--- src/hw/vector_alu_config.svh ---
// ~~~~~~~~~~~~~~~~~~~~~~~~~~~~~~~~~~~~~~~~~~~~~~~~~~~~~~~~~~~~~~~~~~
// Build-time sizing of the vector ALU
// The lane datapath and its float view are built for 32-bit words
// so VALU_WORD_WIDTH has to stay at 32
// Lane vectors are flat with lane 0 in the low word
// ~~~~~~~~~~~~~~~~~~~~~~~~~~~~~~~~~~~~~~~~~~~~~~~~~~~~~~~~~~~~~~~~~~

`ifndef VECTOR_ALU_CONFIG_SVH
`define VECTOR_ALU_CONFIG_SVH

// Number of lanes that execute one vector instruction together
`define VALU_NUM_LANES 4

// Width of one lane word
`define VALU_WORD_WIDTH 32

// Width of the opcode field
`define VALU_OP_WIDTH 6

`endif
--- src/hw/vector_types_pkg.sv ---
// ~~~~~~~~~~~~~~~~~~~~~~~~~~~~~~~~~~~~~~~~~~~~~~~~~~~~~~~~~~~~~~~~~~
// Word types of one vector lane
// The float view follows IEEE 754 single precision and only lines
// up with the integer view for 32-bit words
// ~~~~~~~~~~~~~~~~~~~~~~~~~~~~~~~~~~~~~~~~~~~~~~~~~~~~~~~~~~~~~~~~~~

`include "vector_alu_config.svh"

package vector_types_pkg;

	typedef logic [`VALU_WORD_WIDTH-1:0] lane_word_t;

	// Single-precision fields, most significant first
	typedef struct packed
	{
		logic sign;
		logic [7:0] exponent;
		logic [22:0] fraction;
	} fp_fields_t;

	// An operand word read as an integer or as a float
	typedef union packed
	{
		lane_word_t word;
		fp_fields_t fp;
	} fp_word_u;

endpackage

--- src/hw/alu_op_pkg.sv ---
// ~~~~~~~~~~~~~~~~~~~~~~~~~~~~~~~~~~~~~~~~~~~~~~~~~~~~~~~~~~~~~~~~~~
// Opcodes of the single-cycle integer ALU
// Encodings not listed here make every lane return 0
// Multiply and float add are executed elsewhere and have no codes here
// ~~~~~~~~~~~~~~~~~~~~~~~~~~~~~~~~~~~~~~~~~~~~~~~~~~~~~~~~~~~~~~~~~~

`include "vector_alu_config.svh"

package alu_op_pkg;

	// Gaps in the encoding belong to the multi-cycle operations
	typedef enum logic [`VALU_OP_WIDTH-1:0]
	{
		OP_OR     = 6'h00,
		OP_AND    = 6'h01,
		OP_UMINUS = 6'h02,
		OP_XOR    = 6'h03,
		OP_NOT    = 6'h04,
		OP_IADD   = 6'h05,
		OP_ISUB   = 6'h06,
		OP_ASR    = 6'h09,
		OP_LSR    = 6'h0a,
		OP_LSL    = 6'h0b,
		OP_CLZ    = 6'h0c,
		OP_CTZ    = 6'h0e,
		OP_COPY   = 6'h0f,
		OP_EQUAL  = 6'h10,
		OP_NEQUAL = 6'h11,
		OP_SIGTR  = 6'h12,
		OP_SIGTE  = 6'h13,
		OP_SILT   = 6'h14,
		OP_SILTE  = 6'h15,
		OP_UIGTR  = 6'h16,
		OP_UIGTE  = 6'h17,
		OP_UILT   = 6'h18,
		OP_UILTE  = 6'h19,
		OP_FTOI   = 6'h1b
	} alu_op_t;

	// Comparisons return 0 or 1 in bit 0 of the lane result
	function automatic logic is_compare_op(alu_op_t op);
		return op inside {OP_EQUAL, OP_NEQUAL, OP_SIGTR, OP_SIGTE, OP_SILT,
			OP_SILTE, OP_UIGTR, OP_UIGTE, OP_UILT, OP_UILTE};
	endfunction

endpackage

--- src/hw/vector_alu_top.sv ---
// ~~~~~~~~~~~~~~~~~~~~~~~~~~~~~~~~~~~~~~~~~~~~~~~~~~~~~~~~~~~~~~~~~~
// Four-lane vector integer ALU
// Two register stages deep with one instruction per cycle throughput
// Both handshakes are valid/ready and a stall at the output reaches
// in_ready_o in the same cycle
// ~~~~~~~~~~~~~~~~~~~~~~~~~~~~~~~~~~~~~~~~~~~~~~~~~~~~~~~~~~~~~~~~~~

`include "vector_alu_config.svh"

module vector_alu_top(
	input clk,
	input rst_i,
	input in_valid_i,
	output logic in_ready_o,
	input alu_op_pkg::alu_op_t in_op_i,
	input [`VALU_NUM_LANES*`VALU_WORD_WIDTH-1:0] in_a_i,
	input [`VALU_NUM_LANES*`VALU_WORD_WIDTH-1:0] in_b_i,
	input [`VALU_NUM_LANES-1:0] in_mask_i,
	input in_broadcast_i,
	output logic out_valid_o,
	input out_ready_i,
	output logic [`VALU_NUM_LANES*`VALU_WORD_WIDTH-1:0] out_result_o,
	output logic [`VALU_NUM_LANES-1:0] out_cmp_mask_o);

	import alu_op_pkg::*;
	import vector_types_pkg::*;

	logic iss_valid;
	logic iss_ready;
	alu_op_t iss_op;
	logic [`VALU_NUM_LANES*`VALU_WORD_WIDTH-1:0] iss_a;
	logic [`VALU_NUM_LANES*`VALU_WORD_WIDTH-1:0] iss_b;
	logic [`VALU_NUM_LANES-1:0] iss_mask;
	logic [`VALU_NUM_LANES*`VALU_WORD_WIDTH-1:0] lane_result;

	vector_operand_issue issue_stage(
		.clk(clk),
		.rst_i(rst_i),
		.in_valid_i(in_valid_i),
		.in_ready_o(in_ready_o),
		.in_op_i(in_op_i),
		.in_a_i(in_a_i),
		.in_b_i(in_b_i),
		.in_mask_i(in_mask_i),
		.in_broadcast_i(in_broadcast_i),
		.iss_valid_o(iss_valid),
		.iss_ready_i(iss_ready),
		.iss_op_o(iss_op),
		.iss_a_o(iss_a),
		.iss_b_o(iss_b),
		.iss_mask_o(iss_mask));

	genvar lane;
	generate
		for (lane = 0; lane < `VALU_NUM_LANES; lane++)
		begin : gen_lane
			fp_word_u lane_b;

			assign lane_b = iss_b[lane*`VALU_WORD_WIDTH +: `VALU_WORD_WIDTH];

			single_cycle_scalar_alu lane_alu(
				.operation_i(iss_op),
				.operand1_i(iss_a[lane*`VALU_WORD_WIDTH +: `VALU_WORD_WIDTH]),
				.operand2_i(lane_b),
				.result_o(lane_result[lane*`VALU_WORD_WIDTH +: `VALU_WORD_WIDTH]));
		end
	endgenerate

	vector_result_collect collect_stage(
		.clk(clk),
		.rst_i(rst_i),
		.iss_valid_i(iss_valid),
		.iss_ready_o(iss_ready),
		.iss_op_i(iss_op),
		.iss_a_i(iss_a),
		.iss_mask_i(iss_mask),
		.lane_result_i(lane_result),
		.out_valid_o(out_valid_o),
		.out_ready_i(out_ready_i),
		.out_result_o(out_result_o),
		.out_cmp_mask_o(out_cmp_mask_o));

endmodule

--- src/hw/vector_result_collect.sv ---
// ~~~~~~~~~~~~~~~~~~~~~~~~~~~~~~~~~~~~~~~~~~~~~~~~~~~~~~~~~~~~~~~~~~
// Result register behind the lane ALUs
// Masked-off lanes return operand 1 unchanged
// The compare mask is nonzero only for comparison opcodes
// Outputs hold steady while valid is high and the sink is not ready
// ~~~~~~~~~~~~~~~~~~~~~~~~~~~~~~~~~~~~~~~~~~~~~~~~~~~~~~~~~~~~~~~~~~

`include "vector_alu_config.svh"

module vector_result_collect(
	input clk,
	input rst_i,
	input iss_valid_i,
	output logic iss_ready_o,
	input alu_op_pkg::alu_op_t iss_op_i,
	input [`VALU_NUM_LANES*`VALU_WORD_WIDTH-1:0] iss_a_i,
	input [`VALU_NUM_LANES-1:0] iss_mask_i,
	input [`VALU_NUM_LANES*`VALU_WORD_WIDTH-1:0] lane_result_i,
	output logic out_valid_o,
	input out_ready_i,
	output logic [`VALU_NUM_LANES*`VALU_WORD_WIDTH-1:0] out_result_o,
	output logic [`VALU_NUM_LANES-1:0] out_cmp_mask_o);

	import alu_op_pkg::*;

	logic [`VALU_NUM_LANES*`VALU_WORD_WIDTH-1:0] merged;
	logic [`VALU_NUM_LANES-1:0] lane_lsb;
	logic [`VALU_NUM_LANES-1:0] cmp_mask;
	logic load;

	assign iss_ready_o = !out_valid_o || out_ready_i;
	assign load = iss_valid_i && iss_ready_o;

	always_comb
	begin
		for (int lane = 0; lane < `VALU_NUM_LANES; lane++)
		begin
			if (iss_mask_i[lane])
				merged[lane*`VALU_WORD_WIDTH +: `VALU_WORD_WIDTH] =
					lane_result_i[lane*`VALU_WORD_WIDTH +: `VALU_WORD_WIDTH];
			else
				merged[lane*`VALU_WORD_WIDTH +: `VALU_WORD_WIDTH] =
					iss_a_i[lane*`VALU_WORD_WIDTH +: `VALU_WORD_WIDTH];
			lane_lsb[lane] = lane_result_i[lane*`VALU_WORD_WIDTH];
		end
	end

	// Bit 0 of a comparison lane is its true/false flag
	assign cmp_mask = is_compare_op(iss_op_i) ? (lane_lsb & iss_mask_i) : '0;

	always_ff @(posedge clk)
	begin
		if (rst_i)
			out_valid_o <= 1'b0;
		else if (iss_ready_o)
			out_valid_o <= iss_valid_i;
	end

	always_ff @(posedge clk)
	begin
		if (load)
		begin
			out_result_o <= merged;
			out_cmp_mask_o <= cmp_mask;
		end
	end

	// A stalled result stays valid and unchanged until the sink takes it
	a_result_held_on_stall: assert property (@(posedge clk) disable iff (rst_i)
		(out_valid_o && !out_ready_i) |=> (out_valid_o && $stable(out_result_o)));

endmodule

--- src/hw/vector_operand_issue.sv ---
// ~~~~~~~~~~~~~~~~~~~~~~~~~~~~~~~~~~~~~~~~~~~~~~~~~~~~~~~~~~~~~~~~~~
// Issue register in front of the lane ALUs
// Accepts one instruction per cycle through a valid/ready handshake
// The source must hold its inputs while valid is high and ready low
// Broadcast copies lane 0 of operand 2 to every lane on load
// ~~~~~~~~~~~~~~~~~~~~~~~~~~~~~~~~~~~~~~~~~~~~~~~~~~~~~~~~~~~~~~~~~~

`include "vector_alu_config.svh"

module vector_operand_issue(
	input clk,
	input rst_i,
	input in_valid_i,
	output logic in_ready_o,
	input alu_op_pkg::alu_op_t in_op_i,
	input [`VALU_NUM_LANES*`VALU_WORD_WIDTH-1:0] in_a_i,
	input [`VALU_NUM_LANES*`VALU_WORD_WIDTH-1:0] in_b_i,
	input [`VALU_NUM_LANES-1:0] in_mask_i,
	input in_broadcast_i,
	output logic iss_valid_o,
	input iss_ready_i,
	output alu_op_pkg::alu_op_t iss_op_o,
	output logic [`VALU_NUM_LANES*`VALU_WORD_WIDTH-1:0] iss_a_o,
	output logic [`VALU_NUM_LANES*`VALU_WORD_WIDTH-1:0] iss_b_o,
	output logic [`VALU_NUM_LANES-1:0] iss_mask_o);

	import vector_types_pkg::*;

	lane_word_t bcast_word;
	logic accept;

	// The stage frees up in the same cycle that collect takes its contents
	assign in_ready_o = !iss_valid_o || iss_ready_i;
	assign accept = in_valid_i && in_ready_o;
	assign bcast_word = in_b_i[`VALU_WORD_WIDTH-1:0];

	always_ff @(posedge clk)
	begin
		if (rst_i)
			iss_valid_o <= 1'b0;
		else if (in_ready_o)
			iss_valid_o <= in_valid_i;
	end

	always_ff @(posedge clk)
	begin
		if (accept)
		begin
			iss_op_o <= in_op_i;
			iss_a_o <= in_a_i;
			iss_mask_o <= in_mask_i;
			if (in_broadcast_i)
				iss_b_o <= {`VALU_NUM_LANES{bcast_word}};
			else
				iss_b_o <= in_b_i;
		end
	end

	// A stalled source keeps its opcode until the transfer happens
	a_op_held_on_stall: assert property (@(posedge clk) disable iff (rst_i)
		(in_valid_i && !in_ready_o) |=> $stable(in_op_i));

	// Once out of reset the stage valid always has a defined value
	a_valid_known: assert property (@(posedge clk) disable iff (rst_i)
		!$isunknown(iss_valid_o));

endmodule

--- src/hw/single_cycle_scalar_alu.sv ---
// ~~~~~~~~~~~~~~~~~~~~~~~~~~~~~~~~~~~~~~~~~~~~~~~~~~~~~~~~~~~~~~~~~~
// One lane of integer ALU work, purely combinational
// Shift counts above 31 saturate to the fill value
// FTOI truncates toward zero and is exact for exponents below 158
// Larger magnitudes wrap and are not meaningful
// ~~~~~~~~~~~~~~~~~~~~~~~~~~~~~~~~~~~~~~~~~~~~~~~~~~~~~~~~~~~~~~~~~~

module single_cycle_scalar_alu(
	input alu_op_pkg::alu_op_t operation_i,
	input vector_types_pkg::lane_word_t operand1_i,
	input vector_types_pkg::fp_word_u operand2_i,
	output vector_types_pkg::lane_word_t result_o);

	import alu_op_pkg::*;
	import vector_types_pkg::*;

	lane_word_t op2;
	logic is_sub;
	logic [32:0] add_result;
	lane_word_t sum_diff;
	logic borrow;
	logic negative;
	logic overflow;
	logic zero;
	logic signed_ge;
	lane_word_t tz_scan;
	lane_word_t lz_scan;
	logic [4:0] tz_count;
	logic [4:0] lz_count;
	logic [7:0] fp_exp;
	logic [23:0] fp_mant;
	logic is_ftoi;
	logic [4:0] rshift_amt;
	lane_word_t rshift_in;
	logic rshift_fill;
	lane_word_t rshift_out;
	lane_word_t ftoi_lshift;
	lane_word_t ftoi_mag;
	logic shift_saturate;

	assign op2 = operand2_i.word;

	// Every opcode except IADD runs the chain as a subtract
	assign is_sub = operation_i != OP_IADD;
	assign add_result = {1'b0, operand1_i} + {is_sub, op2 ^ {32{is_sub}}} + 33'(is_sub);
	assign sum_diff = add_result[31:0];

	// Bit 32 of a subtract is set when operand 1 is below operand 2 unsigned
	assign borrow = add_result[32];
	assign negative = sum_diff[31];
	assign overflow = (operand1_i[31] != op2[31]) && (negative == op2[31]);
	assign zero = sum_diff == '0;
	assign signed_ge = overflow == negative;

	// Trailing zeroes by halving the window from the low end
	always_comb
	begin
		tz_scan = op2;
		for (int step = 4; step >= 0; step--)
		begin
			tz_count[step] = (tz_scan & ((32'd1 << (1 << step)) - 32'd1)) == '0;
			if (tz_count[step])
				tz_scan = tz_scan >> (1 << step);
		end
	end

	// Leading zeroes by halving the window from the high end
	always_comb
	begin
		lz_scan = op2;
		for (int step = 4; step >= 0; step--)
		begin
			lz_count[step] = (lz_scan >> (32 - (1 << step))) == '0;
			if (lz_count[step])
				lz_scan = lz_scan << (1 << step);
		end
	end

	assign fp_exp = operand2_i.fp.exponent;
	assign fp_mant = {1'b1, operand2_i.fp.fraction};
	assign is_ftoi = operation_i == OP_FTOI;

	// FTOI borrows the right shifter to drop the bits below the binary point
	assign rshift_amt = is_ftoi ? 5'(8'd150 - fp_exp) : op2[4:0];
	assign rshift_in = is_ftoi ? {8'h00, fp_mant} : operand1_i;
	assign rshift_fill = (operation_i == OP_ASR) && operand1_i[31];
	assign rshift_out = 32'({{32{rshift_fill}}, rshift_in} >> rshift_amt);

	// An exponent above 150 leaves no fraction bits and moves the mantissa up
	assign ftoi_lshift = {8'h00, fp_mant} << 5'(fp_exp - 8'd150);
	assign ftoi_mag = (fp_exp > 8'd150) ? ftoi_lshift : rshift_out;

	assign shift_saturate = op2[31:5] != '0;

	always_comb
	begin
		case (operation_i)
			OP_OR: result_o = operand1_i | op2;
			OP_AND: result_o = operand1_i & op2;
			OP_UMINUS: result_o = -op2;
			OP_XOR: result_o = operand1_i ^ op2;
			OP_NOT: result_o = ~op2;
			OP_IADD,
			OP_ISUB: result_o = sum_diff;
			OP_ASR,
			OP_LSR: result_o = shift_saturate ? {32{rshift_fill}} : rshift_out;
			OP_LSL: result_o = shift_saturate ? '0 : operand1_i << op2[4:0];
			OP_CLZ: result_o = (op2 == '0) ? 32'd32 : {27'h0, lz_count};
			OP_CTZ: result_o = (op2 == '0) ? 32'd32 : {27'h0, tz_count};
			OP_COPY: result_o = op2;
			OP_EQUAL: result_o = {31'h0, zero};
			OP_NEQUAL: result_o = {31'h0, !zero};
			OP_SIGTR: result_o = {31'h0, signed_ge && !zero};
			OP_SIGTE: result_o = {31'h0, signed_ge};
			OP_SILT: result_o = {31'h0, !signed_ge};
			OP_SILTE: result_o = {31'h0, !signed_ge || zero};
			OP_UIGTR: result_o = {31'h0, !borrow && !zero};
			OP_UIGTE: result_o = {31'h0, !borrow};
			OP_UILT: result_o = {31'h0, borrow};
			OP_UILTE: result_o = {31'h0, borrow || zero};
			OP_FTOI:
			begin
				// Magnitudes below one, zero included, truncate to 0
				if (fp_exp < 8'd127)
					result_o = '0;
				else if (operand2_i.fp.sign)
					result_o = -ftoi_mag;
				else
					result_o = ftoi_mag;
			end
			default: result_o = '0;
		endcase
	end

endmodule

--- config.mk ---
export PLATFORM = sky130hd
export DESIGN_NAME = vector_alu_top
export DESIGN_NICKNAME = d
export VERILOG_FILES = /design/src/hw/vector_types_pkg.sv /design/src/hw/alu_op_pkg.sv /design/src/hw/vector_alu_top.sv /design/src/hw/vector_result_collect.sv /design/src/hw/vector_operand_issue.sv /design/src/hw/single_cycle_scalar_alu.sv
export VERILOG_INCLUDE_DIRS = /design/src /design/src/hw
export SDC_FILE = /design/constraint.sdc
export NUM_CORES = 2
export LEC_CHECK = 0
export CELL_PAD_IN_SITES_DETAIL_PLACEMENT = 1
export CELL_PAD_IN_SITES_GLOBAL_PLACEMENT = 2
export CORE_ASPECT_RATIO = 0.7
export CORE_MARGIN = 2
export CORE_UTILIZATION = 25
export CTS_CLUSTER_SIZE = 12
export DETAILED_ROUTE_END_ITERATION = 7
export DONT_BUFFER_PORTS = 1
export PLACE_DENSITY = 0.55
export SETUP_SLACK_MARGIN = 0.5
export SYNTH_ARGS = -nofsm -noshare
export SYNTH_HDL_FRONTEND = slang
export SYNTH_SLANG_ARGS = --single-unit
--- constraint.sdc ---
create_clock -name clk -period 10.2 [get_ports clk]
set_input_delay 1.53 -clock clk [delete_from_list [all_inputs] [get_ports clk]]
set_output_delay 1.53 -clock clk [all_outputs]
set_load 0.1 [all_outputs]
---- Yosys cells after proc, flatten, opt, wreduce, memory -nomap -nowiden ----
Cells that the tools add are included.
storage, ports and cells
  output and inout port bits .............. 134
  word-level logic and storage cells ...... 284
  register bits after elaboration ......... 400
operators by class
  equal/unequal tests ..................... 36
  shifts and indexed selects .............. 12
  order comparisons ....................... 8
  reductions and logical operators ........ 98
  bitwise gates (word level) .............. 21
  $add $sub $neg .......................... 24
  muxes and demuxes ....................... 77
operators by type and width
  cell                                                                   count
  32-bit case mux with 22 select lines                                   4
  32-bit zero test                                                       48
  32-bit two-way mux                                                     44
  32-bit negation                                                        8
  64-bit by 5-bit right shift with 32-bit output                         4
  32-bit bitwise XOR                                                     8
  32-bit by 33-bit adder with 33-bit output                              4
  33-bit by 1-bit adder with 33-bit output                               4
  32-bit AND                                                             4
  128-bit two-way mux                                                    1
  32-bit NOT                                                             4
  32-bit bitwise OR                                                      4
  24-bit by 5-bit << shifter with 32-bit output                          4
  32-bit by 5-bit << shifter with 32-bit output                          4
  27-bit nonzero test                                                    4
  6-bit by 5-bit equality test with 1-bit output, second input constant  11
  15-bit two-way mux                                                     4
  6-bit two-way mux                                                      8
  6-bit by 4-bit equality test with 1-bit output, second input constant  6
  8-bit greater-than comparator, second input constant                   4
  8-bit by 7-bit < comparator with 1-bit output, second input constant   4
  7-bit two-way mux                                                      4
  5-bit two-way mux                                                      4
  5-bit subtractor, first input constant                                 4
  other kinds (16)                                                       78

---- Longest topological paths before layout ----
  depth after elaboration ................. 12
  gate-level depth with buffers ........... 25
  gate-level depth less buffers ........... 16

---- Hierarchy ----
From an unflattened synthesis, not the netlist that was laid out.
second synthesis, totals
  cell total of the unflattened synthesis .. 9584
  area total of the unflattened synthesis .. 73973.4 um2
by module, submodules not included
  module                                           seq. area each (um2)  times used  cells an instance  area each (um2)
  single_cycle_scalar_alu at gen_lane[2].lane_alu  0.0                   1           2201               14734.1
  single_cycle_scalar_alu at gen_lane[1].lane_alu  0.0                   1           2192               14700.3
  single_cycle_scalar_alu at gen_lane[3].lane_alu  0.0                   1           2227               14652.8
  single_cycle_scalar_alu at gen_lane[0].lane_alu  0.0                   1           2165               14577.7
  vector_operand_issue                             8007.7                1           509                9083.7
  vector_result_collect                            3983.8                1           290                6224.7

---- Worst setup path after synthesis ----
OpenSTA, ideal clock, no wires.
  path type ............................... input-to-reg
  start ................................... in out_ready_i
  end ..................................... reg issue_stage.iss_a_o[0] (enable)
  path buffers ............................ 0
  required time ........................... 9541 ps
  cell stages on the path ................. 3
  path slack .............................. 1146 ps
  arrival ................................. 8395 ps
  setup time .............................. 659 ps
  cell sequence ........................... nor2b_1 > nand2_1 > and2_1
between the ends
  longest elaborated chain between the ends .. 3
RTL lines
  what                    RTL line                     source
  start: declaration      vector_alu_top.sv:21         input out_ready_i,
  1-bit logical OR        vector_result_collect.sv:31  assign iss_ready_o = !out_valid_o || out_ready_i;
  1-bit logical OR        vector_operand_issue.sv:33   assign in_ready_o = !iss_valid_o || iss_ready_i;
  net in_ready_o          vector_alu_top.sv:14         output logic in_ready_o,
  1-bit logical AND       vector_operand_issue.sv:34   assign accept = in_valid_i && in_ready_o;
  net issue_stage.accept  vector_operand_issue.sv:30   logic accept;
  end signal: assignment  vector_operand_issue.sv:50   iss_a_o <= in_a_i;
  end: declaration        vector_operand_issue.sv:23   output logic [`VALU_NUM_LANES*`VALU_WORD_WIDTH-1:0] iss_a_o,
The timed path passes the listed nets, and every way through them passes these cells.
A chain may end at the register's enable or synchronous reset.

---- Worst setup path after layout ----
  start ................................... reg issue_stage.iss_op_o[3]
  end ..................................... reg collect_stage.out_cmp_mask_o[2], data pin
between the ends
  longest elaborated chain between the ends .. 11
  elaborated cells on any way between the ends .. 53
  those cells by class .................... 3 x add/sub; 26 x eq/ne; 1 x shift; 7 x mux; 2 x bitwise; 14 x reduce/logical
RTL lines
  what                                              RTL line                                                        source
  start: declaration                                vector_operand_issue.sv:22                                      output alu_op_pkg::alu_op_t iss_op_o,
  start signal: assignment                          vector_operand_issue.sv:49                                      iss_op_o <= in_op_i;
  6-bit by 3-bit inequality test with 1-bit output  single_cycle_scalar_alu.sv:44                                   assign is_sub = operation_i != OP_IADD;
  32-bit bitwise XOR                                single_cycle_scalar_alu.sv:45                                   assign add_result = {1'b0, operand1_i} + {is_sub, op2 ^ {32{is_sub}}} + 33'(is_sub);
  32-bit by 33-bit adder with 33-bit output         single_cycle_scalar_alu.sv:45
  33-bit by 1-bit adder with 33-bit output          single_cycle_scalar_alu.sv:45
  1-bit equality test                               single_cycle_scalar_alu.sv:51                                   assign overflow = (operand1_i[31] != op2[31]) && (negative == op2[31]);
  1-bit logical AND                                 single_cycle_scalar_alu.sv:51
  1-bit equality test                               single_cycle_scalar_alu.sv:53                                   assign signed_ge = overflow == negative;
  1-bit zero test                                   single_cycle_scalar_alu.sv:115, single_cycle_scalar_alu.sv:116
  1-bit logical OR                                  single_cycle_scalar_alu.sv:116                                  OP_SILTE: result_o = {31'h0, !signed_ge || zero};
  32-bit case mux with 22 select lines              single_cycle_scalar_alu.sv:97                                   case (operation_i)
  4-bit AND                                         vector_result_collect.sv:49                                     assign cmp_mask = is_compare_op(iss_op_i) ? (lane_lsb & iss_mask_i) : '0;
  end signal: assignment                            vector_result_collect.sv:64                                     out_cmp_mask_o <= cmp_mask;
  end: declaration                                  vector_result_collect.sv:22                                     output logic [`VALU_NUM_LANES-1:0] out_cmp_mask_o);
Parallel ways exist; a longest one is shown, timed or not.

==> summary.md <==
| Metric | Value |
|---|---|
| Status | finished with violations |
| Failing checks | capacitance limit |
| Die Area | approximately 0.3 sq mm |
| Mapped Cells | 9818 |
| Most used DFF post-synth | edfxtp_1 |
| Crit. End Element | flop |
| Multi-input logic area | about 0.058 sq mm |
| Area delta synth->final | 9.601% |
| Clock Pin Slew Worst Setup and Hold Paths | 90 ps |
| H-tree Lvls | 2 |
| Arrival time worst endpoint | roughly 8000 ps |
| Largest net degree at the start of global routing | ~130 |
| Post-Place Worst Slack | about 3200 ps |
| Post-route minimum period | 7340 ps |
| Row cnt | 168 |
| ANT nets after route | 0 |
| Worst-Skew Late Latency | 810 ps |
| Routed WL per cell | between 40 and 50 um |
| Worst slew pin tran | 1490 ps |
| Reg area | about 0.012 sq mm |
| Synthesized flop and latch total | 400 |
| Sw Ratio | 0.5227 |
| Final Slew Violations | 0 |
| VDD IR max | 0.1456 mV |
| Worst Slack Setup Final | about 2900 ps |
| Reg power frac | 0.234 |
| Unrepaired setup endpoints after global routing | no |
| Post-Syn Area per Cell | around 7.6 sq um |
| Ys async rst share | 0 |
| Starting density of the core | 0.2506 |
| Most instantiated cells after synthesis | 928 x nand2_1, 846 x a21oi_1, 837 x o21ai_0, 788 x nor2_1, 550 x clkbuf_1 |
| CTS tree | done |
| IO Port Bufs | 0 |
| 1st-iter DRT viols | ~13000 |
| Cts repair resizes | 0 |
| Die height | about 460 um |
| DRT Wirelength | between 500000 and 600000 um |
| F_max | ~0.14 GHz |
| Initial antenna violation count | 64 |
| Vias in the first global route | between 80000 and 90000 |
| DRC Markers | 0 |
| Vias | around 89000 |
| Core area | roughly 0.30 sq mm |
| Logic pwr share | 0.549 |
| I/O Pins | ~400 |
| Rel. slew slack | 0.006821 |
| Post-synthesis sequential area ratio | 0.1602 |
| Cts hold-fix bufs | 0 |
| Max_cap viols | 1 |
| Final setup fails | 0 |
| Setup Fix Bufs, Post-CTS | 0 |
| Hold crit path type | flop to flop |
| WHS Path Cells | 2 |
| # nets final | 10190 |
| Static leakage | approximately 30 nW |
| Cts bufs inserted | between 50 and 60 |
| DR pass1 iterations | 6 |
| Final hold violation count | 0 |
| Number of fill cells in the layout | around 36000 |
| Data required, critical path | 10770 ps |
| Gr usage total | 0.3667 |
| Cell Pwr Density | 117.9 mW/mm^2 |
| Type of origin of the critical path | flop |
| Final RePlAce weighted congestion | around 1 |
| Via/cell ratio | 6.588 |
| Proportion of power drawn by the clock network | 0.217 |
| Switching power | approximately 0.005 W |
| Sum Neg Setup Slack | 0 ps |
| Distinct cells, synth | between 100 and 150 |
| Global-route wire length before repair | just under 800000 um |
| Synth top area share | 0.1597 |
| Count leader, synth | nand2_1 |
| Crit Path Max Fanout | 46 |
| Syn. warnings | 0 |
| Internal Power | ~0.0046 W |
| Area of the mapped netlist | 0.07485 sq mm |
| Grt total ovfl | 0 |
| Die Width | about 660 um |
| Worst Reg-to-Reg Cells | 19 |
| Crit Path Category | flop to flop |
| Top cells by area, synth | edfxtp_1 16%, ha_1 7.2%, mux4_2 6.9% |
| Placed wire-length estimate | 438600 um |
| Fin crit share | 0.7196 |
| Dominant cell type by area after synthesis | edfxtp_1 |
| Sink Count | 400 |
| Root Buffer | clkbuf_16 |
| Deepest clock path buffer count | 3 |
| Syn Nets | around 11000 |
| Clock skew | ~30 ps |
| Post-synth EDFFs | approximately 400 |
| Layout cells sized above 1 | 0.1298 |
[power by group through the flow]
stage,clock network (W),registers [W],logic (W)
finish,0.00210,0.00226,0.00532
global route,0.00222,0.00226,0.00551
CTS,0.00218,0.00226,0.00511
detailed placement,0,0.00229,0.00508
global placement,0,0.00229,0.00507
floorplan,0,0.00228,0.00298
[worst max-delay path: stages (launching register included)]
cell and delay, ps:
edfxtp_1 1020, nor4b_2 130, buf_4 220, nand2_4 300
buf_4 710, xnor2_1 200, ha_1 460, nand4_1 170
nor2_1 260, o21ai_0 290, a2111oi_1 500, buf_4 230
nor4b_1 70, nor4b_2 290, buf_4 270, a21oi_1 90
o21ai_0 1070, a21oi_1 70, o31a_1 420, and3_1 200
[cells by family after synthesis]
| logic type | synth area share |
|---|---|
| multiplexers | 0.1636 |
| buffers and inverters | 0.07467 |
| adder cells (fa/ha/maj) | 0.07262 |
| XOR/XNOR | 0.04258 |
| AO/OA/AOI/OAI | 0.2933 |
| AND/OR/NAND/NOR | 0.1930 |
| flip-flops | 0.1602 |
[layout make-up]
| type | count | area share |
|---|---|---|
| multi-input combinational | 8064 | 0.7022 |
| sequential | 400 | 0.1462 |
| tap | 3995 | 0.06093 |
| timing repair buffer | 477 | 0.04503 |
| inverter | 489 | 0.02238 |
| clock buffer | 60 | 0.01649 |
| clock inverter | 39 | 0.005064 |
| antenna | 56 | 0.001708 |
[cells in the final DEF (no fill, tap or decap), types with 48 or more instances in the layout]
cell type  Yosys  routed
o21ai_0      837     832
mux4_2       230     230
nand4_1      115     115
xor2_1        71      67
o21a_1        58      58
inv_1        459     458
a221oi_1      94      93
edfxtp_1     398     398
a22oi_1       55      55
nand2_1      928     922
and2_1        67      65
o211ai_1     172     172
a31oi_1      109     108
nand2b_1      59      58
nor3_1       249     244
or2_2         48      48
mux2i_1      476     476
nor2_1       788     782
o221ai_1      94      94
clkbuf_16      0      53
or3_1         66      66
mux2_2       195     195
nor4_1        99      93
xnor2_1      291     288
a21oi_1      846     844
o21ai_1       69      71
a211oi_1     157     157
a21o_1        84      84
ha_1         428     428
and3_1        81      81
diode_2        0      56
buf_4         29     468
o31ai_1       65      65
nand3_1      255     255
o22ai_1      113     113
[path summary, 6_finish.rpt]
path | startpoint | end | slack, ps
hold / removal | issue_stage.iss_valid_o | collect_stage.out_valid_o | 540
setup / recovery | issue_stage.iss_op_o[3] | collect_stage.out_cmp_mask_o[2] | 2860
hold reg to reg | issue_stage.iss_valid_o | collect_stage.out_valid_o | 540
setup reg to reg | issue_stage.iss_op_o[3] | collect_stage.out_cmp_mask_o[2] | 2860
[flip-flops by register name, summed over array words and instances (netlist names)]
name and count:
collect_stage.out_cmp_mask_o 4, collect_stage.out_result_o 128, collect_stage.out_valid_o 1, issue_stage.iss_a_o 128, issue_stage.iss_b_o 128, issue_stage.iss_mask_o 4
issue_stage.iss_op_o 6, issue_stage.iss_valid_o 1
[per-layer routing]
layer | GRT usage | vias up | share of wire
li1 | - | 36610 | -
met1 | 0.5101 | 46200 | 0.44
met2 | 0.5215 | 5609 | 0.40
met3 | 0.09146 | 1013 | 0.10
met4 | 0.1828 | 20 | 0.057
met5 | 0 | - | 0.00063
[per-stage QoR]
step / total power [W] / utilization / area [sq um] / hold slack [ps] / std cells
after global placement: 0.007360 / 0.2681 / 80090 / 504.8 / 13420
after global routing: 0.009990 / 0.2744 / 81960 / 590.8 / 13550
after detailed placement: 0.007374 / 0.2682 / 80120 / 526.2 / 13430
after CTS: 0.009552 / 0.2742 / 81890 / 538.3 / 13520
final: 0.009675 / 0.2746 / 82030 / 544.8 / 13580
after floorplan: 0.005261 / - / 74850 / 477.8 / 9818
No activity file was read; power rests on OpenSTA's default activity.
